--- src/design/pcx_pkg.sv ---
// PCX request crossbar definitions
`default_nettype none

package pcx_pkg;

   //////////////////////////////
   // Sizes
   //////////////////////////////

   // Two cores share the crossbar
   localparam int pcx_num_cores = 2;

   // Four cache banks at indices 0 to 3, the I/O port at index 4
   localparam int pcx_num_dest = 5;

   // Packets a core may have outstanding toward one destination
   // The arbiter sizes its per-core source queues from this same number
   localparam int pcx_src_credits = 2;

   //////////////////////////////
   // Packet types
   //////////////////////////////

   // Destination index, wide enough for all five targets
   typedef logic [2:0] pcx_dest_t;

   // Request kinds carried with every packet
   typedef enum logic [1:0] {
      pcx_load        = 2'd0,
      pcx_store       = 2'd1,
      pcx_atom_first  = 2'd2,
      pcx_atom_second = 2'd3
   } pcx_kind_e;

   // One packet as the core hands it over, 53 bits in all
   typedef struct packed {
      pcx_dest_t   dest;
      pcx_kind_e   kind;
      logic [15:0] addr;
      logic [31:0] data;
   } pcx_pkt_t;

   // The bank also needs to know which core sent the packet
   typedef struct packed {
      logic     core_id;
      pcx_pkt_t pkt;
   } pcx_out_pkt_t;

   //////////////////////////////
   // Request and grant bundles
   //////////////////////////////

   // One core's request lines for one cycle
   // The dest vector is one-hot and atom marks the first half of a pair
   typedef struct packed {
      logic [pcx_num_dest-1:0] dest;
      logic                    atom;
      pcx_pkt_t                pkt;
   } pcx_req_t;

   // One grant bit per destination, as seen by a single core
   typedef logic [pcx_num_dest-1:0] pcx_gnt_t;

endpackage

`default_nettype wire

--- src/design/pcx_core_port.sv ---
// Core-side request source
`default_nettype none

module pcx_core_port (
   input  logic              clk,
   input  logic              rst_n,
   input  logic              core_valid,
   input  pcx_pkg::pcx_pkt_t core_pkt,
   output logic              core_ready,
   output pcx_pkg::pcx_req_t req_l,
   input  pcx_pkg::pcx_gnt_t gnt_l
);
   import pcx_pkg::*;

   // Credits left per destination, 0 to pcx_src_credits
   logic [1:0]              credit_q [pcx_num_dest];

   // Set between an accepted atomic first and its second half
   logic                    atom_pend_q;
   pcx_dest_t               atom_dest_q;

   // Registered request bundle, kept active high internally
   logic [pcx_num_dest-1:0] req_dest_q;
   logic                    req_atom_q;
   pcx_pkt_t                req_pkt_q;

   pcx_dest_t               issue_dest;
   logic [1:0]              cur_credit;
   logic [1:0]              need;
   logic                    dest_ok;
   logic                    fire;
   logic                    start_atom;
   logic [pcx_num_dest-1:0] issue_vec;
   pcx_gnt_t                gnt;

   // Grants arrive active low from the repeater
   assign gnt = ~gnt_l;

   //////////////////////////////
   // Ready and issue decode
   //////////////////////////////

   always_comb begin
      // The second half of a pair always goes where the first went
      issue_dest = atom_pend_q ? atom_dest_q : core_pkt.dest;
      cur_credit = 2'd0;
      dest_ok    = 1'b0;
      for (int d = 0; d < pcx_num_dest; d++) begin
         if (issue_dest == pcx_dest_t'(d)) begin
            cur_credit = credit_q[d];
            dest_ok    = 1'b1;
         end
      end
      // A pair needs room for both halves before the first one goes
      need = (core_pkt.kind == pcx_atom_first) ? 2'd2 : 2'd1;
      // Credit for the second half was reserved when the first was taken
      if (atom_pend_q) begin
         core_ready = 1'b1;
      end else begin
         core_ready = dest_ok && (cur_credit >= need);
      end
      fire       = core_valid && core_ready;
      start_atom = fire && !atom_pend_q && (core_pkt.kind == pcx_atom_first);
      issue_vec  = '0;
      for (int d = 0; d < pcx_num_dest; d++) begin
         issue_vec[d] = fire && (issue_dest == pcx_dest_t'(d));
      end
   end

   //////////////////////////////
   // Credit counters
   //////////////////////////////

   // One credit leaves on acceptance and one comes back per grant bit
   always_ff @(posedge clk or negedge rst_n) begin
      if (!rst_n) begin
         for (int d = 0; d < pcx_num_dest; d++) begin
            credit_q[d] <= 2'(pcx_src_credits);
         end
      end else begin
         for (int d = 0; d < pcx_num_dest; d++) begin
            credit_q[d] <= credit_q[d] - 2'(issue_vec[d]) + 2'(gnt[d]);
         end
      end
   end

   // Atomic pair tracking and the request pulse itself
   always_ff @(posedge clk or negedge rst_n) begin
      if (!rst_n) begin
         atom_pend_q <= 1'b0;
         atom_dest_q <= '0;
         req_dest_q  <= '0;
         req_atom_q  <= 1'b0;
      end else begin
         if (fire) begin
            atom_pend_q <= start_atom;
         end
         if (start_atom) begin
            atom_dest_q <= core_pkt.dest;
         end
         // The pulse lasts one cycle since issue_vec is clear when idle
         req_dest_q <= issue_vec;
         req_atom_q <= start_atom;
      end
   end

   always_ff @(posedge clk) begin
      if (fire) begin
         req_pkt_q <= core_pkt;
      end
   end

   // Request lines leave the port active low
   always_comb begin
      req_l.dest = ~req_dest_q;
      req_l.atom = ~req_atom_q;
      req_l.pkt  = ~req_pkt_q;
   end

endmodule

`default_nettype wire

--- src/design/pcx_repeater.sv ---
// Registered request and grant repeater
`default_nettype none

module pcx_repeater (
   input  logic              clk,
   input  logic              rst_n,
   input  pcx_pkg::pcx_req_t req_in_l  [pcx_pkg::pcx_num_cores],
   output pcx_pkg::pcx_req_t req_out   [pcx_pkg::pcx_num_cores],
   input  pcx_pkg::pcx_gnt_t gnt_in    [pcx_pkg::pcx_num_cores],
   output pcx_pkg::pcx_gnt_t gnt_out_l [pcx_pkg::pcx_num_cores]
);
   import pcx_pkg::*;

   // Outward request lines, already converted to active high
   logic [pcx_num_dest-1:0] dest_q [pcx_num_cores];
   logic                    atom_q [pcx_num_cores];
   pcx_pkt_t                pkt_q  [pcx_num_cores];

   // Returning grants, stored active high
   pcx_gnt_t                gnt_q  [pcx_num_cores];

   // Control lines come out of reset idle in both directions
   always_ff @(posedge clk or negedge rst_n) begin
      if (!rst_n) begin
         for (int c = 0; c < pcx_num_cores; c++) begin
            dest_q[c] <= '0;
            atom_q[c] <= 1'b0;
            gnt_q[c]  <= '0;
         end
      end else begin
         for (int c = 0; c < pcx_num_cores; c++) begin
            dest_q[c] <= ~req_in_l[c].dest;
            atom_q[c] <= ~req_in_l[c].atom;
            gnt_q[c]  <= gnt_in[c];
         end
      end
   end

   // Packet payload only matters when a dest bit is set
   always_ff @(posedge clk) begin
      for (int c = 0; c < pcx_num_cores; c++) begin
         pkt_q[c] <= ~req_in_l[c].pkt;
      end
   end

   always_comb begin
      for (int c = 0; c < pcx_num_cores; c++) begin
         req_out[c].dest = dest_q[c];
         req_out[c].atom = atom_q[c];
         req_out[c].pkt  = pkt_q[c];
         // Back toward the cores the grants run active low
         gnt_out_l[c]    = ~gnt_q[c];
      end
   end

endmodule

`default_nettype wire

--- src/design/pcx_dest_arbiter.sv ---
// Destination arbiter with source queues
`default_nettype none

module pcx_dest_arbiter (
   input  logic                                clk,
   input  logic                                rst_n,
   input  pcx_pkg::pcx_dest_t                  dest_id,
   input  pcx_pkg::pcx_req_t                   req [pcx_pkg::pcx_num_cores],
   input  logic [3:0]                          slots_free,
   output logic [pcx_pkg::pcx_num_cores-1:0]   gnt,
   output logic                                push,
   output pcx_pkg::pcx_out_pkt_t               push_pkt
);
   import pcx_pkg::*;

   localparam int src_ptr_w = $clog2(pcx_src_credits);

   // Per-core source queues, one entry per outstanding credit
   pcx_pkt_t               src_pkt  [pcx_num_cores][pcx_src_credits];
   logic                   src_atom [pcx_num_cores][pcx_src_credits];
   logic [src_ptr_w-1:0]   wr_ptr_q [pcx_num_cores];
   logic [src_ptr_w-1:0]   rd_ptr_q [pcx_num_cores];
   logic [src_ptr_w:0]     count_q  [pcx_num_cores];

   // Round-robin priority and the lock held across an atomic pair
   logic                   prio_q;
   logic                   lock_q;
   logic                   lock_core_q;

   logic [pcx_num_cores-1:0] arrive;
   logic [pcx_num_cores-1:0] head_atom;
   logic [pcx_num_cores-1:0] elig;
   logic                     sel;

   function automatic logic [src_ptr_w-1:0] ptr_inc(input logic [src_ptr_w-1:0] ptr);
      return (ptr == src_ptr_w'(pcx_src_credits - 1)) ? '0 : ptr + 1'b1;
   endfunction

   //////////////////////////////
   // Head selection
   //////////////////////////////

   always_comb begin
      for (int c = 0; c < pcx_num_cores; c++) begin
         arrive[c]    = req[c].dest[dest_id];
         head_atom[c] = src_atom[c][rd_ptr_q[c]];
         // An atomic first needs both queue slots before it may start
         elig[c]      = (count_q[c] != '0) &&
                        (slots_free >= (head_atom[c] ? 4'd2 : 4'd1));
      end
      if (lock_q) begin
         // Hold the destination until the pair's second half has moved
         sel  = lock_core_q;
         push = elig[lock_core_q];
      end else if (elig[prio_q]) begin
         sel  = prio_q;
         push = 1'b1;
      end else begin
         sel  = !prio_q;
         push = elig[!prio_q];
      end
      for (int c = 0; c < pcx_num_cores; c++) begin
         gnt[c] = push && (sel == 1'(c));
      end
      push_pkt.core_id = sel;
      push_pkt.pkt     = src_pkt[sel][rd_ptr_q[sel]];
   end

   //////////////////////////////
   // State update
   //////////////////////////////

   always_ff @(posedge clk or negedge rst_n) begin
      if (!rst_n) begin
         for (int c = 0; c < pcx_num_cores; c++) begin
            wr_ptr_q[c] <= '0;
            rd_ptr_q[c] <= '0;
            count_q[c]  <= '0;
         end
         prio_q      <= 1'b0;
         lock_q      <= 1'b0;
         lock_core_q <= 1'b0;
      end else begin
         for (int c = 0; c < pcx_num_cores; c++) begin
            if (arrive[c]) begin
               wr_ptr_q[c] <= ptr_inc(wr_ptr_q[c]);
            end
            if (gnt[c]) begin
               rd_ptr_q[c] <= ptr_inc(rd_ptr_q[c]);
            end
            count_q[c] <= count_q[c] + (src_ptr_w + 1)'(arrive[c]) -
                          (src_ptr_w + 1)'(gnt[c]);
         end
         if (push) begin
            // The other core goes first next time
            prio_q <= !sel;
            if (lock_q) begin
               lock_q <= 1'b0;
            end else if (head_atom[sel]) begin
               lock_q      <= 1'b1;
               lock_core_q <= sel;
            end
         end
      end
   end

   // Entries are written on the edge where the request arrives
   always_ff @(posedge clk) begin
      for (int c = 0; c < pcx_num_cores; c++) begin
         if (arrive[c]) begin
            src_pkt[c][wr_ptr_q[c]]  <= req[c].pkt;
            src_atom[c][wr_ptr_q[c]] <= req[c].atom;
         end
      end
   end

endmodule

`default_nettype wire

--- src/design/pcx_dest_queue.sv ---
// Destination FIFO toward one bank
`default_nettype none

module pcx_dest_queue #(
   parameter int queue_depth  = 4,
   parameter int bank_credits = 2
) (
   input  logic                  clk,
   input  logic                  rst_n,
   input  logic                  push,
   input  pcx_pkg::pcx_out_pkt_t push_pkt,
   output logic [3:0]            slots_free,
   output logic                  bank_valid,
   output pcx_pkg::pcx_out_pkt_t bank_pkt,
   input  logic                  bank_credit
);
   import pcx_pkg::*;

   localparam int ptr_w  = $clog2(queue_depth);
   localparam int cred_w = $clog2(bank_credits + 1);

   pcx_out_pkt_t      mem [queue_depth];
   logic [ptr_w-1:0]  wr_ptr_q;
   logic [ptr_w-1:0]  rd_ptr_q;
   logic [3:0]        count_q;
   // Credits the bank has granted but not yet used
   logic [cred_w-1:0] credit_q;
   logic              pop;

   function automatic logic [ptr_w-1:0] ptr_inc(input logic [ptr_w-1:0] ptr);
      return (ptr == ptr_w'(queue_depth - 1)) ? '0 : ptr + 1'b1;
   endfunction

   // Send the head whenever there is one and the bank has room
   assign pop = (count_q != 4'd0) && (credit_q != '0);

   // A slot freed by this cycle's pop shows up one cycle later
   assign slots_free = 4'(queue_depth) - count_q;

   //////////////////////////////
   // Pointers and counters
   //////////////////////////////

   always_ff @(posedge clk or negedge rst_n) begin
      if (!rst_n) begin
         wr_ptr_q   <= '0;
         rd_ptr_q   <= '0;
         count_q    <= 4'd0;
         credit_q   <= cred_w'(bank_credits);
         bank_valid <= 1'b0;
      end else begin
         if (push) begin
            wr_ptr_q <= ptr_inc(wr_ptr_q);
         end
         if (pop) begin
            rd_ptr_q <= ptr_inc(rd_ptr_q);
         end
         count_q    <= count_q + 4'(push) - 4'(pop);
         // Each send spends a credit and each bank pulse returns one
         credit_q   <= credit_q - cred_w'(pop) + cred_w'(bank_credit);
         bank_valid <= pop;
      end
   end

   //////////////////////////////
   // Storage and bank output
   //////////////////////////////

   always_ff @(posedge clk) begin
      if (push) begin
         mem[wr_ptr_q] <= push_pkt;
      end
      if (pop) begin
         bank_pkt <= mem[rd_ptr_q];
      end
   end

endmodule

`default_nettype wire

--- src/design/pcx_top.sv ---
// PCX request crossbar top level
`default_nettype none

module pcx_top #(
   parameter int queue_depth  = 4,
   parameter int bank_credits = 2
) (
   input  logic                  clk,
   input  logic                  rst_n,
   input  logic                  core_valid  [pcx_pkg::pcx_num_cores],
   input  pcx_pkg::pcx_pkt_t     core_pkt    [pcx_pkg::pcx_num_cores],
   output logic                  core_ready  [pcx_pkg::pcx_num_cores],
   output logic                  bank_valid  [pcx_pkg::pcx_num_dest],
   output pcx_pkg::pcx_out_pkt_t bank_pkt    [pcx_pkg::pcx_num_dest],
   input  logic                  bank_credit [pcx_pkg::pcx_num_dest]
);
   import pcx_pkg::*;

   // Core side of the repeater, active low
   pcx_req_t                 core_req_l [pcx_num_cores];
   pcx_gnt_t                 core_gnt_l [pcx_num_cores];

   // Crossbar side of the repeater, active high
   pcx_req_t                 arb_req    [pcx_num_cores];
   wire pcx_gnt_t            rep_gnt    [pcx_num_cores];

   // Per-destination arbiter outputs and queue feedback
   logic [pcx_num_cores-1:0] arb_gnt    [pcx_num_dest];
   logic                     push       [pcx_num_dest];
   pcx_out_pkt_t             push_pkt   [pcx_num_dest];
   logic [3:0]               slots_free [pcx_num_dest];

   //////////////////////////////
   // Core ports and repeater
   //////////////////////////////

   for (genvar c = 0; c < pcx_num_cores; c++) begin : g_core
      pcx_core_port i_core_port (
         .clk        (clk),
         .rst_n      (rst_n),
         .core_valid (core_valid[c]),
         .core_pkt   (core_pkt[c]),
         .core_ready (core_ready[c]),
         .req_l      (core_req_l[c]),
         .gnt_l      (core_gnt_l[c])
      );

      // Each core collects its grant bit from every destination
      for (genvar d = 0; d < pcx_num_dest; d++) begin : g_gnt
         assign rep_gnt[c][d] = arb_gnt[d][c];
      end
   end

   pcx_repeater i_repeater (
      .clk       (clk),
      .rst_n     (rst_n),
      .req_in_l  (core_req_l),
      .req_out   (arb_req),
      .gnt_in    (rep_gnt),
      .gnt_out_l (core_gnt_l)
   );

   //////////////////////////////
   // Destination slices
   //////////////////////////////

   for (genvar d = 0; d < pcx_num_dest; d++) begin : g_dest
      pcx_dest_arbiter i_arbiter (
         .clk        (clk),
         .rst_n      (rst_n),
         .dest_id    (pcx_dest_t'(d)),
         .req        (arb_req),
         .slots_free (slots_free[d]),
         .gnt        (arb_gnt[d]),
         .push       (push[d]),
         .push_pkt   (push_pkt[d])
      );

      pcx_dest_queue #(
         .queue_depth  (queue_depth),
         .bank_credits (bank_credits)
      ) i_queue (
         .clk         (clk),
         .rst_n       (rst_n),
         .push        (push[d]),
         .push_pkt    (push_pkt[d]),
         .slots_free  (slots_free[d]),
         .bank_valid  (bank_valid[d]),
         .bank_pkt    (bank_pkt[d]),
         .bank_credit (bank_credit[d])
      );
   end

endmodule

`default_nettype wire

--- config.mk ---
export PLATFORM = sky130hd
export DESIGN_NAME = pcx_top
export DESIGN_NICKNAME = d
export VERILOG_FILES = /design/src/design/pcx_pkg.sv /design/src/design/pcx_core_port.sv /design/src/design/pcx_repeater.sv /design/src/design/pcx_dest_arbiter.sv /design/src/design/pcx_dest_queue.sv /design/src/design/pcx_top.sv
export SDC_FILE = /design/constraint.sdc
export NUM_CORES = 2
export LEC_CHECK = 0
export BUFFER_PORTS_ARGS = -buffer_cell sky130_fd_sc_hd__buf_2
export CAP_MARGIN = 25
export CORE_UTILIZATION = 60
export CTS_CLUSTER_SIZE = 10
export DETAILED_ROUTE_END_ITERATION = 7
export PLACE_DENSITY = 0.78
export RECOVER_POWER = 100
export SETUP_SLACK_MARGIN = 0.1
export SLEW_MARGIN = 20
export SYNTH_ARGS = -nofsm -noshare
export SYNTH_HDL_FRONTEND = slang
export SYNTH_SLANG_ARGS = --single-unit
--- constraint.sdc ---
create_clock -name clk -period 7.4 [get_ports clk]
set_clock_uncertainty 0.1 [all_clocks]
set_input_delay 1.85 -clock clk [delete_from_list [all_inputs] [get_ports clk]]
set_output_delay 1.85 -clock clk [all_outputs]
set_load 0.01 [all_outputs]
Word-level counts from Yosys, hierarchy flattened
Memories as Yosys holds them, arrays and structs flattened. A register that Yosys moved wholly into a read port is not among the register bits.
Cells that the tools add are included.
{"block": "totals", "regBits": 278, "ram_bits": 2266, "word_cells": 725, "n_memories": 16}
{"name": "g_dest[0].i_queue.mem", "words": 4, "width": 54, "read_ports": 1, "rd_clocked_by_memory_dff": 1, "write_ports": 1, "line_no": "pcx_dest_queue.sv:22", "rtl": "pcx_out_pkt_t mem [queue_depth];"}
{"name": "g_dest[1].i_queue.mem", "words": 4, "width": 54, "read_ports": 1, "rd_clocked_by_memory_dff": 1, "write_ports": 1, "line_no": "pcx_dest_queue.sv:22"}
{"name": "g_dest[2].i_queue.mem", "words": 4, "width": 54, "read_ports": 1, "rd_clocked_by_memory_dff": 1, "write_ports": 1, "line_no": "pcx_dest_queue.sv:22"}
{"name": "g_dest[3].i_queue.mem", "words": 4, "width": 54, "read_ports": 1, "rd_clocked_by_memory_dff": 1, "write_ports": 1, "line_no": "pcx_dest_queue.sv:22"}
{"name": "g_dest[4].i_queue.mem", "words": 4, "width": 54, "read_ports": 1, "rd_clocked_by_memory_dff": 1, "write_ports": 1, "line_no": "pcx_dest_queue.sv:22"}
{"name": "g_dest[0].i_arbiter.src_pkt", "words": 2, "width": 106, "read_ports": 1, "rd_clocked_by_memory_dff": 0, "write_ports": 2, "line_no": "pcx_dest_arbiter.sv:19", "rtl": "pcx_pkt_t src_pkt [pcx_num_cores][pcx_src_credits];"}
{"name": "10 more memories"}
{"block": "classes", "add_sub_neg": 95, "magnitude_cmp": 72, "n_eq_ne": 20, "mux": 276, "bitwise": 52, "reduce_logical": 92}
{"op": "two-way mux 53 bit", "count": 25}
{"op": "two-way mux 106 bit", "count": 10}
{"op": "demux 53 bit (select 1 bit)", "count": 10}
{"op": "NOT 53 bit", "count": 4}
{"op": "two-way mux 1 bit", "count": 177}
{"op": "two-way mux 2 bit", "count": 42}
{"op": ">= comparator 2 bit, second input constant", "count": 30}
{"op": "NOT 1 -> 2 bit", "count": 30}
{"op": "logical AND 1 bit", "count": 53}
{"op": "adder 2 x 1 -> 2 bit", "count": 25}
{"op": "subtractor 2 x 1 -> 2 bit", "count": 25}
{"op": ">= comparator 4 bit", "count": 10}
{"op": "less-than comparator 1 x 2 -> 1 bit, second input constant", "count": 20}
{"op": "NOT 5 bit", "count": 8}
{"op": "nonzero test 2 bit", "count": 15}
{"op": "== test 2 bit, second input constant", "count": 12}
{"op": "adder 1 bit, second input constant", "count": 20}
{"op": "adder 2 x 1 -> 2 bit, second input constant", "count": 10}
{"op": "adder 4 x 1 -> 4 bit", "count": 5}
{"op": "less-than comparator 2 x 1 -> 1 bit, second input constant", "count": 10}
{"op": "nonzero test 4 bit", "count": 5}
{"op": "subtractor 3 x 4 -> 4 bit, first input constant", "count": 5}
{"op": "subtractor 4 x 1 -> 4 bit", "count": 5}
{"op": "AND reduction 3 bit", "count": 5}
{"op": "9 further kinds", "count": 46}

Longest topological paths before layout
{"block": "logic_depth", "word_depth": 19, "depth_mapped": 18}

By module
From an unflattened synthesis, not the netlist that was laid out.
{"block": "unflattened", "cells_unflattened": 5326, "area_unflattened_um2": 104151.1}
{"module": "pcx_dest_queue", "instances": 5, "cells_each": 399, "area_per_inst_um2": 10093.4, "seq_area_each_um2": 8384.3}
{"module": "pcx_dest_arbiter at g_dest[0].i_arbiter ...", "instances": 4, "cells_each": 531, "area_per_inst_um2": 8926.1, "seq_area_each_um2": 6761.5}
{"module": "pcx_dest_arbiter at g_dest[4].i_arbiter", "instances": 1, "cells_each": 531, "area_per_inst_um2": 8931.1, "seq_area_each_um2": 6761.5}
{"module": "pcx_core_port", "instances": 2, "cells_each": 209, "area_per_inst_um2": 2944.1, "seq_area_each_um2": 2098.3}
{"module": "pcx_repeater", "instances": 1, "cells_each": 256, "area_per_inst_um2": 3153.0, "seq_area_each_um2": 2672.6}
{"module": "pcx_top", "instances": 1, "cells_each": 2, "area_per_inst_um2": 7.5, "seq_area_each_um2": 0.0}

Worst setup path before layout
Ideal clock, no wire load.
{"block": "synth_timing", "path_type": "in2out", "startpoint": "input core_pkt[50] (netlist name)", "endpoint": "output core_ready[0] (netlist name)", "arrival_time_ns": 3.633, "required_time_ns": 5.450, "slack_ns": 1.817, "path_stages": 9, "n_path_buf": 1, "cell_sequence": "mux2i_1 mux4_2 nand2_1 o31a_1 ha_1 nand2b_1 a21oi_1 o21ai_2 buf_4"}
{"block": "synth_via", "elab_chain_cells": 10, "word_cells_on_any_way": 19, "classes_between": "order compare (1); eq/ne (4); mux (12); reduce/logical (2)"}
{"element": "start, declared", "line_no": "pcx_top.sv:11", "rtl": "input pcx_pkg::pcx_pkt_t core_pkt [pcx_pkg::pcx_num_cores],"}
{"element": "two-way mux 3 bit (*)", "line_no": "pcx_core_port.sv:45", "rtl": "issue_dest = atom_pend_q ? atom_dest_q : core_pkt.dest;"}
{"element": "logical NOT 3 bit", "line_no": "pcx_core_port.sv:49", "rtl": "if (issue_dest == pcx_dest_t'(d)) begin"}
{"element": "two-way mux 2 bit (5 in a row)", "line_no": "pcx_core_port.sv:49"}
{"element": ">= comparator 2 bit", "line_no": "pcx_core_port.sv:60", "rtl": "core_ready = dest_ok && (cur_credit >= need);"}
{"element": "logical AND 1 bit (*)", "line_no": "pcx_core_port.sv:60"}
{"element": "two-way mux 1 bit (*)", "line_no": "pcx_core_port.sv:57", "rtl": "if (atom_pend_q) begin"}
{"element": "end, declared", "line_no": "pcx_top.sv:12", "rtl": "output logic core_ready [pcx_pkg::pcx_num_cores],"}
Mark *: on every way between the ends. The rest lies on a longest branch, timed or not.

==> impl_results.md <==
- Final period demand of the worst path: 6.59 ns
- Fillcell total: 10192
- Syn Area/Cell: 21.8 µm²
- Core occupancy in the finished layout: 68.4%
- Count of nets after finishing: 5603
- Die outline area: 0.173 mm²
- Root buffer cell: sky130_fd_sc_hd__clkbuf_16
- Failing checks: antenna rules, capacitance limit, slew limit
- Power per unit of standard cell area: 519 mW/mm²
- Final number of setup-violating endpoints: 0
- Worst Setup Start Kind: flop
- Maximum number of buffers from clock root to sink: 4
- Flip-flop cell with the highest count after synthesis: sky130_fd_sc_hd__edfxtp_1
- Vias after detailed routing: 49178
- Clock latency on the worst-skew pair: 0.95 ns
- Number of core rows: 151
- Area growth from synthesis to layout: 12.9%
- Port Buf Inserts: 391
- Fraction of final layout cells sized beyond drive strength 1: 14.6%
- CORE AREA: 0.170 mm²
- Number of standard cells in the layout, taps in and fillers out: 7799
- Final hold viol count: 0
- EDFF count, synth: 2536
- Vertical extent of the die: 416 µm
- Post-synth ARST share: 6.11%
- Final Cycle Share: 89.1%
- Average wire per cell in the routed design: 32.3 µm
- Final setup TNS: 0 ns
- Global placer's final weighted congestion: 0.851
- Post-CTS setup repair buffer count: 0
- Maximum fanout along the worst path: 34
- Crit path arrival time: 6.91 ns
- Post-detailed-route count of antenna-violating nets: 1
- Final wirelength: 252000 µm
- Global-route wire length before repair: 353000 µm
- Unrepaired setup endpoints after global routing: no
- Register-to-register setup slack: 0.81 ns
- Syn nets: 4967
- Detailed-router iteration count before antenna repair: 6
- Setup crit end kind: flop
- CTS clk-pin slew, worst paths: 0.05 ns
- # DRC: 0
- Antenna violations before repair: 24
- Post-synthesis cell count: 4713
- Placed cells: 7231
- Count of cell types in the netlist: 58
- Result of the run: finished with violations
- Slew Limit Fails: 2616
- Sequential fraction of the synthesis area: 80.3%
- Area share of the leading cell type in the synthesized netlist: 74.0%
- Max Fclk: 0.152 GHz
- Cell type contributing the most total cell area after synthesis: sky130_fd_sc_hd__edfxtp_1
- H-tree depth: 5
- Detailed router's first-iteration violation count: 5851
- Rel. slew slack: -231%
- Cts hold-fix bufs: 0
- FF+latch count, synth: 2814
- Peak supply drop: 454 µV
- Placed wire-length estimate after detailed placement: 145000 µm
- I/O pin total: 392
- Maximum Capacitance Violations: 67
- Starting density of the core: 60.6%
- WS Path Type: reg -> reg
- Worst-case hold slack: 0.206 ns
- CTS tree: built
- Number of global-route vias before repair: 50100
- Sum of overflow across all layers after global routing: 0
- Largest net degree at the start of global routing: 144
- Sinks on Clock Net: 2814
- Synthesis Warnings: 0
- Synth area leaders: sky130_fd_sc_hd__edfxtp_1 (74%), sky130_fd_sc_hd__mux2i_1 (7.9%), sky130_fd_sc_hd__mux4_2 (6.0%)
- CP Data Required Time: 7.72 ns
- Post-synthesis cell area: 0.103 mm²
- Aggregate global-route resource usage: 29.2%
- Instance area at placement: 0.108 mm²
- Die Wd: 416 µm
- CTS buffer count: 334
- Total non-filler cell area in the finished layout: 0.116 mm²
- Actual slew at the worst max-slew pin: 4.96 ns
- Worst hold path class: reg -> reg
- Post-cts resize count: 0
- Leak: 0.0413 µW
- Avg Vias per Cell: 6.31
==> synth_stat cells (7+ instances only) <==
cell type	n
sky130_fd_sc_hd__mux2i_1	816
sky130_fd_sc_hd__o21ai_0	16
sky130_fd_sc_hd__nand2b_1	20
sky130_fd_sc_hd__a211oi_1	14
sky130_fd_sc_hd__mux4_2	272
sky130_fd_sc_hd__dfxtp_1	106
sky130_fd_sc_hd__nand2_1	27
sky130_fd_sc_hd__a211oi_2	10
sky130_fd_sc_hd__buf_6	22
sky130_fd_sc_hd__buf_4	13
sky130_fd_sc_hd__inv_1	114
sky130_fd_sc_hd__nor2b_1	15
sky130_fd_sc_hd__o21bai_1	7
sky130_fd_sc_hd__edfxtp_1	2536
sky130_fd_sc_hd__mux2_1	14
sky130_fd_sc_hd__clkbuf_1	95
sky130_fd_sc_hd__nor2_1	39
sky130_fd_sc_hd__xor2_1	22
sky130_fd_sc_hd__dfstp_2	15
sky130_fd_sc_hd__xnor2_1	58
sky130_fd_sc_hd__a21oi_1	14
sky130_fd_sc_hd__nor3b_1	7
sky130_fd_sc_hd__buf_2	25
sky130_fd_sc_hd__and2_1	31
sky130_fd_sc_hd__o21ai_1	9
sky130_fd_sc_hd__ha_1	134
sky130_fd_sc_hd__dfrtp_1	157
sky130_fd_sc_hd__mux2_2	12
==> per-stage QoR <==
stage / setup WS, ns / total power [µW]
6_report: 0.808 / 60300
5_1_grt: 0.687 / 62200
4_1_cts: 1.53 / 60400
3_5_place_dp: 1.53 / 45800
3_3_place_gp: 1.53 / 45000
2_1_floorplan: 1.82 / 38600
==> metal layers <==
layer  track usage [%]  share of wire [%]  vias to the layer above  routed length [µm]
li1                  -                  -                    20092                   -
met1              38.6                 37                    25545               92500
met2              46.9                 49                     2968              122000
met3              5.80                9.5                      569               23900
met4              14.4                5.1                        4               12900
met5                 0             0.0091                        -                  23
==> worst paths after layout <==
check                                                              startpoint                                          end  depth (start not counted)
worst max-delay path              g_dest[4].i_arbiter.rd_ptr_q[1]$_DFFE_PN0P_       g_dest[4].i_queue.mem[3][28]$_DFFE_PP_                          9
worst min-delay path            g_core[0].i_core_port.req_pkt_q[17]$_DFFE_PN_              i_repeater.pkt_q[0][17]$_DFF_P_                          0
worst max register to register    g_dest[4].i_arbiter.rd_ptr_q[1]$_DFFE_PN0P_       g_dest[4].i_queue.mem[3][28]$_DFFE_PP_                          9
worst min register to register  g_core[0].i_core_port.req_pkt_q[17]$_DFFE_PN_              i_repeater.pkt_q[0][17]$_DFF_P_                          0
max in group asynchronous                                               rst_n  g_dest[4].i_arbiter.rd_ptr_q[0]$_DFFE_PN0P_                          2
min in group asynchronous                                               rst_n      g_dest[2].i_queue.credit_q[0]$_DFF_PN0_                          1
==> cell type report <==
| cell class | count | area (µm²) | share of cell area, % |
|---|---|---|---|
| antenna | 16 | 40.0 | 0.0344 |
| clock buffer | 540 | 9280 | 7.98 |
| clock inverter | 12 | 118 | 0.101 |
| inverter | 114 | 430 | 0.370 |
| multi-input combinational | 1624 | 19000 | 16.4 |
| sequential | 2814 | 82600 | 71.1 |
| tap | 2218 | 2780 | 2.39 |
| timing repair buffer | 461 | 1950 | 1.68 |
==> cells in the final DEF (no fill, tap or decap), drive strengths merged, types with 10 or more instances in the layout <==
cell type / synthesis / layout
inv: 114 / 114
mux2: 26 / 26
xnor2: 58 / 58
edfxtp: 2536 / 2536
dfxtp: 106 / 106
o21ai: 27 / 27
a211oi: 24 / 24
a21oi: 19 / 19
nor2: 41 / 41
dfrtp: 157 / 157
buf: 66 / 106
nor2b: 15 / 15
mux4: 272 / 272
clkbuf: 95 / 895
mux2i: 816 / 816
a2111oi: 10 / 10
ha: 134 / 134
nand2b: 20 / 20
and2: 31 / 31
nand2: 27 / 27
xor2: 22 / 22
diode: 0 / 16
dfstp: 15 / 15
==> registers in the layout, summed over array words and instances (netlist names), 6 cells and up <==
| signal | count |
|---|---|
| g_dest.i_queue.credit_q | 10 |
| g_core.i_core_port.req_dest_q | 10 |
| g_dest.i_arbiter.wr_ptr_q | 10 |
| g_dest.i_arbiter.rd_ptr_q | 10 |
| g_dest.i_queue.count_q | 20 |
| g_core.i_core_port.req_pkt_q | 106 |
| g_dest.i_arbiter.count_q | 20 |
| g_core.i_core_port.credit_q | 20 |
| g_dest.i_queue.bank_pkt | 270 |
| i_repeater.gnt_q | 10 |
| g_dest.i_queue.wr_ptr_q | 10 |
| i_repeater.req_out | 12 |
| g_dest.i_queue.rd_ptr_q | 10 |
| g_dest.i_arbiter.src_pkt | 1060 |
| g_dest.i_arbiter.src_atom | 20 |
| i_repeater.pkt_q | 106 |
| g_dest.i_queue.mem | 1080 |
| g_core.i_core_port.atom_dest_q | 6 |
==> cells by family after synthesis <==
family / after synthesis / synth area share [%]
compound gates: 113 / 0.936
fa+ha+maj: 139 / 1.73
xor+xnor: 80 / 0.681
flops: 2814 / 80.3
buf+inv: 275 / 1.24
simple gates: 178 / 0.993
mux: 1114 / 14.2
==> where the power goes <==
part           leakage (µW)  switching [µW]  total [µW]  internal [µW]
combinational        0.0104           10700       17000           6220
clock               0.00449            5900       14400           8510
sequential           0.0264            3030       28900          25900
==> worst max-delay path: stages (launching register included) <==
cell	delay, ns
sky130_fd_sc_hd__dfrtp_1	0.79
sky130_fd_sc_hd__mux2i_1	0.47
sky130_fd_sc_hd__ha_1	0.31
sky130_fd_sc_hd__nand2b_1	0.19
sky130_fd_sc_hd__a2111oi_4	0.35
sky130_fd_sc_hd__a211oi_1	0.14
sky130_fd_sc_hd__nor3b_1	0.22
sky130_fd_sc_hd__nor2_4	0.12
sky130_fd_sc_hd__clkbuf_1	2.39
sky130_fd_sc_hd__mux2i_1	0.93
No activity file was read; power rests on OpenSTA's default activity.
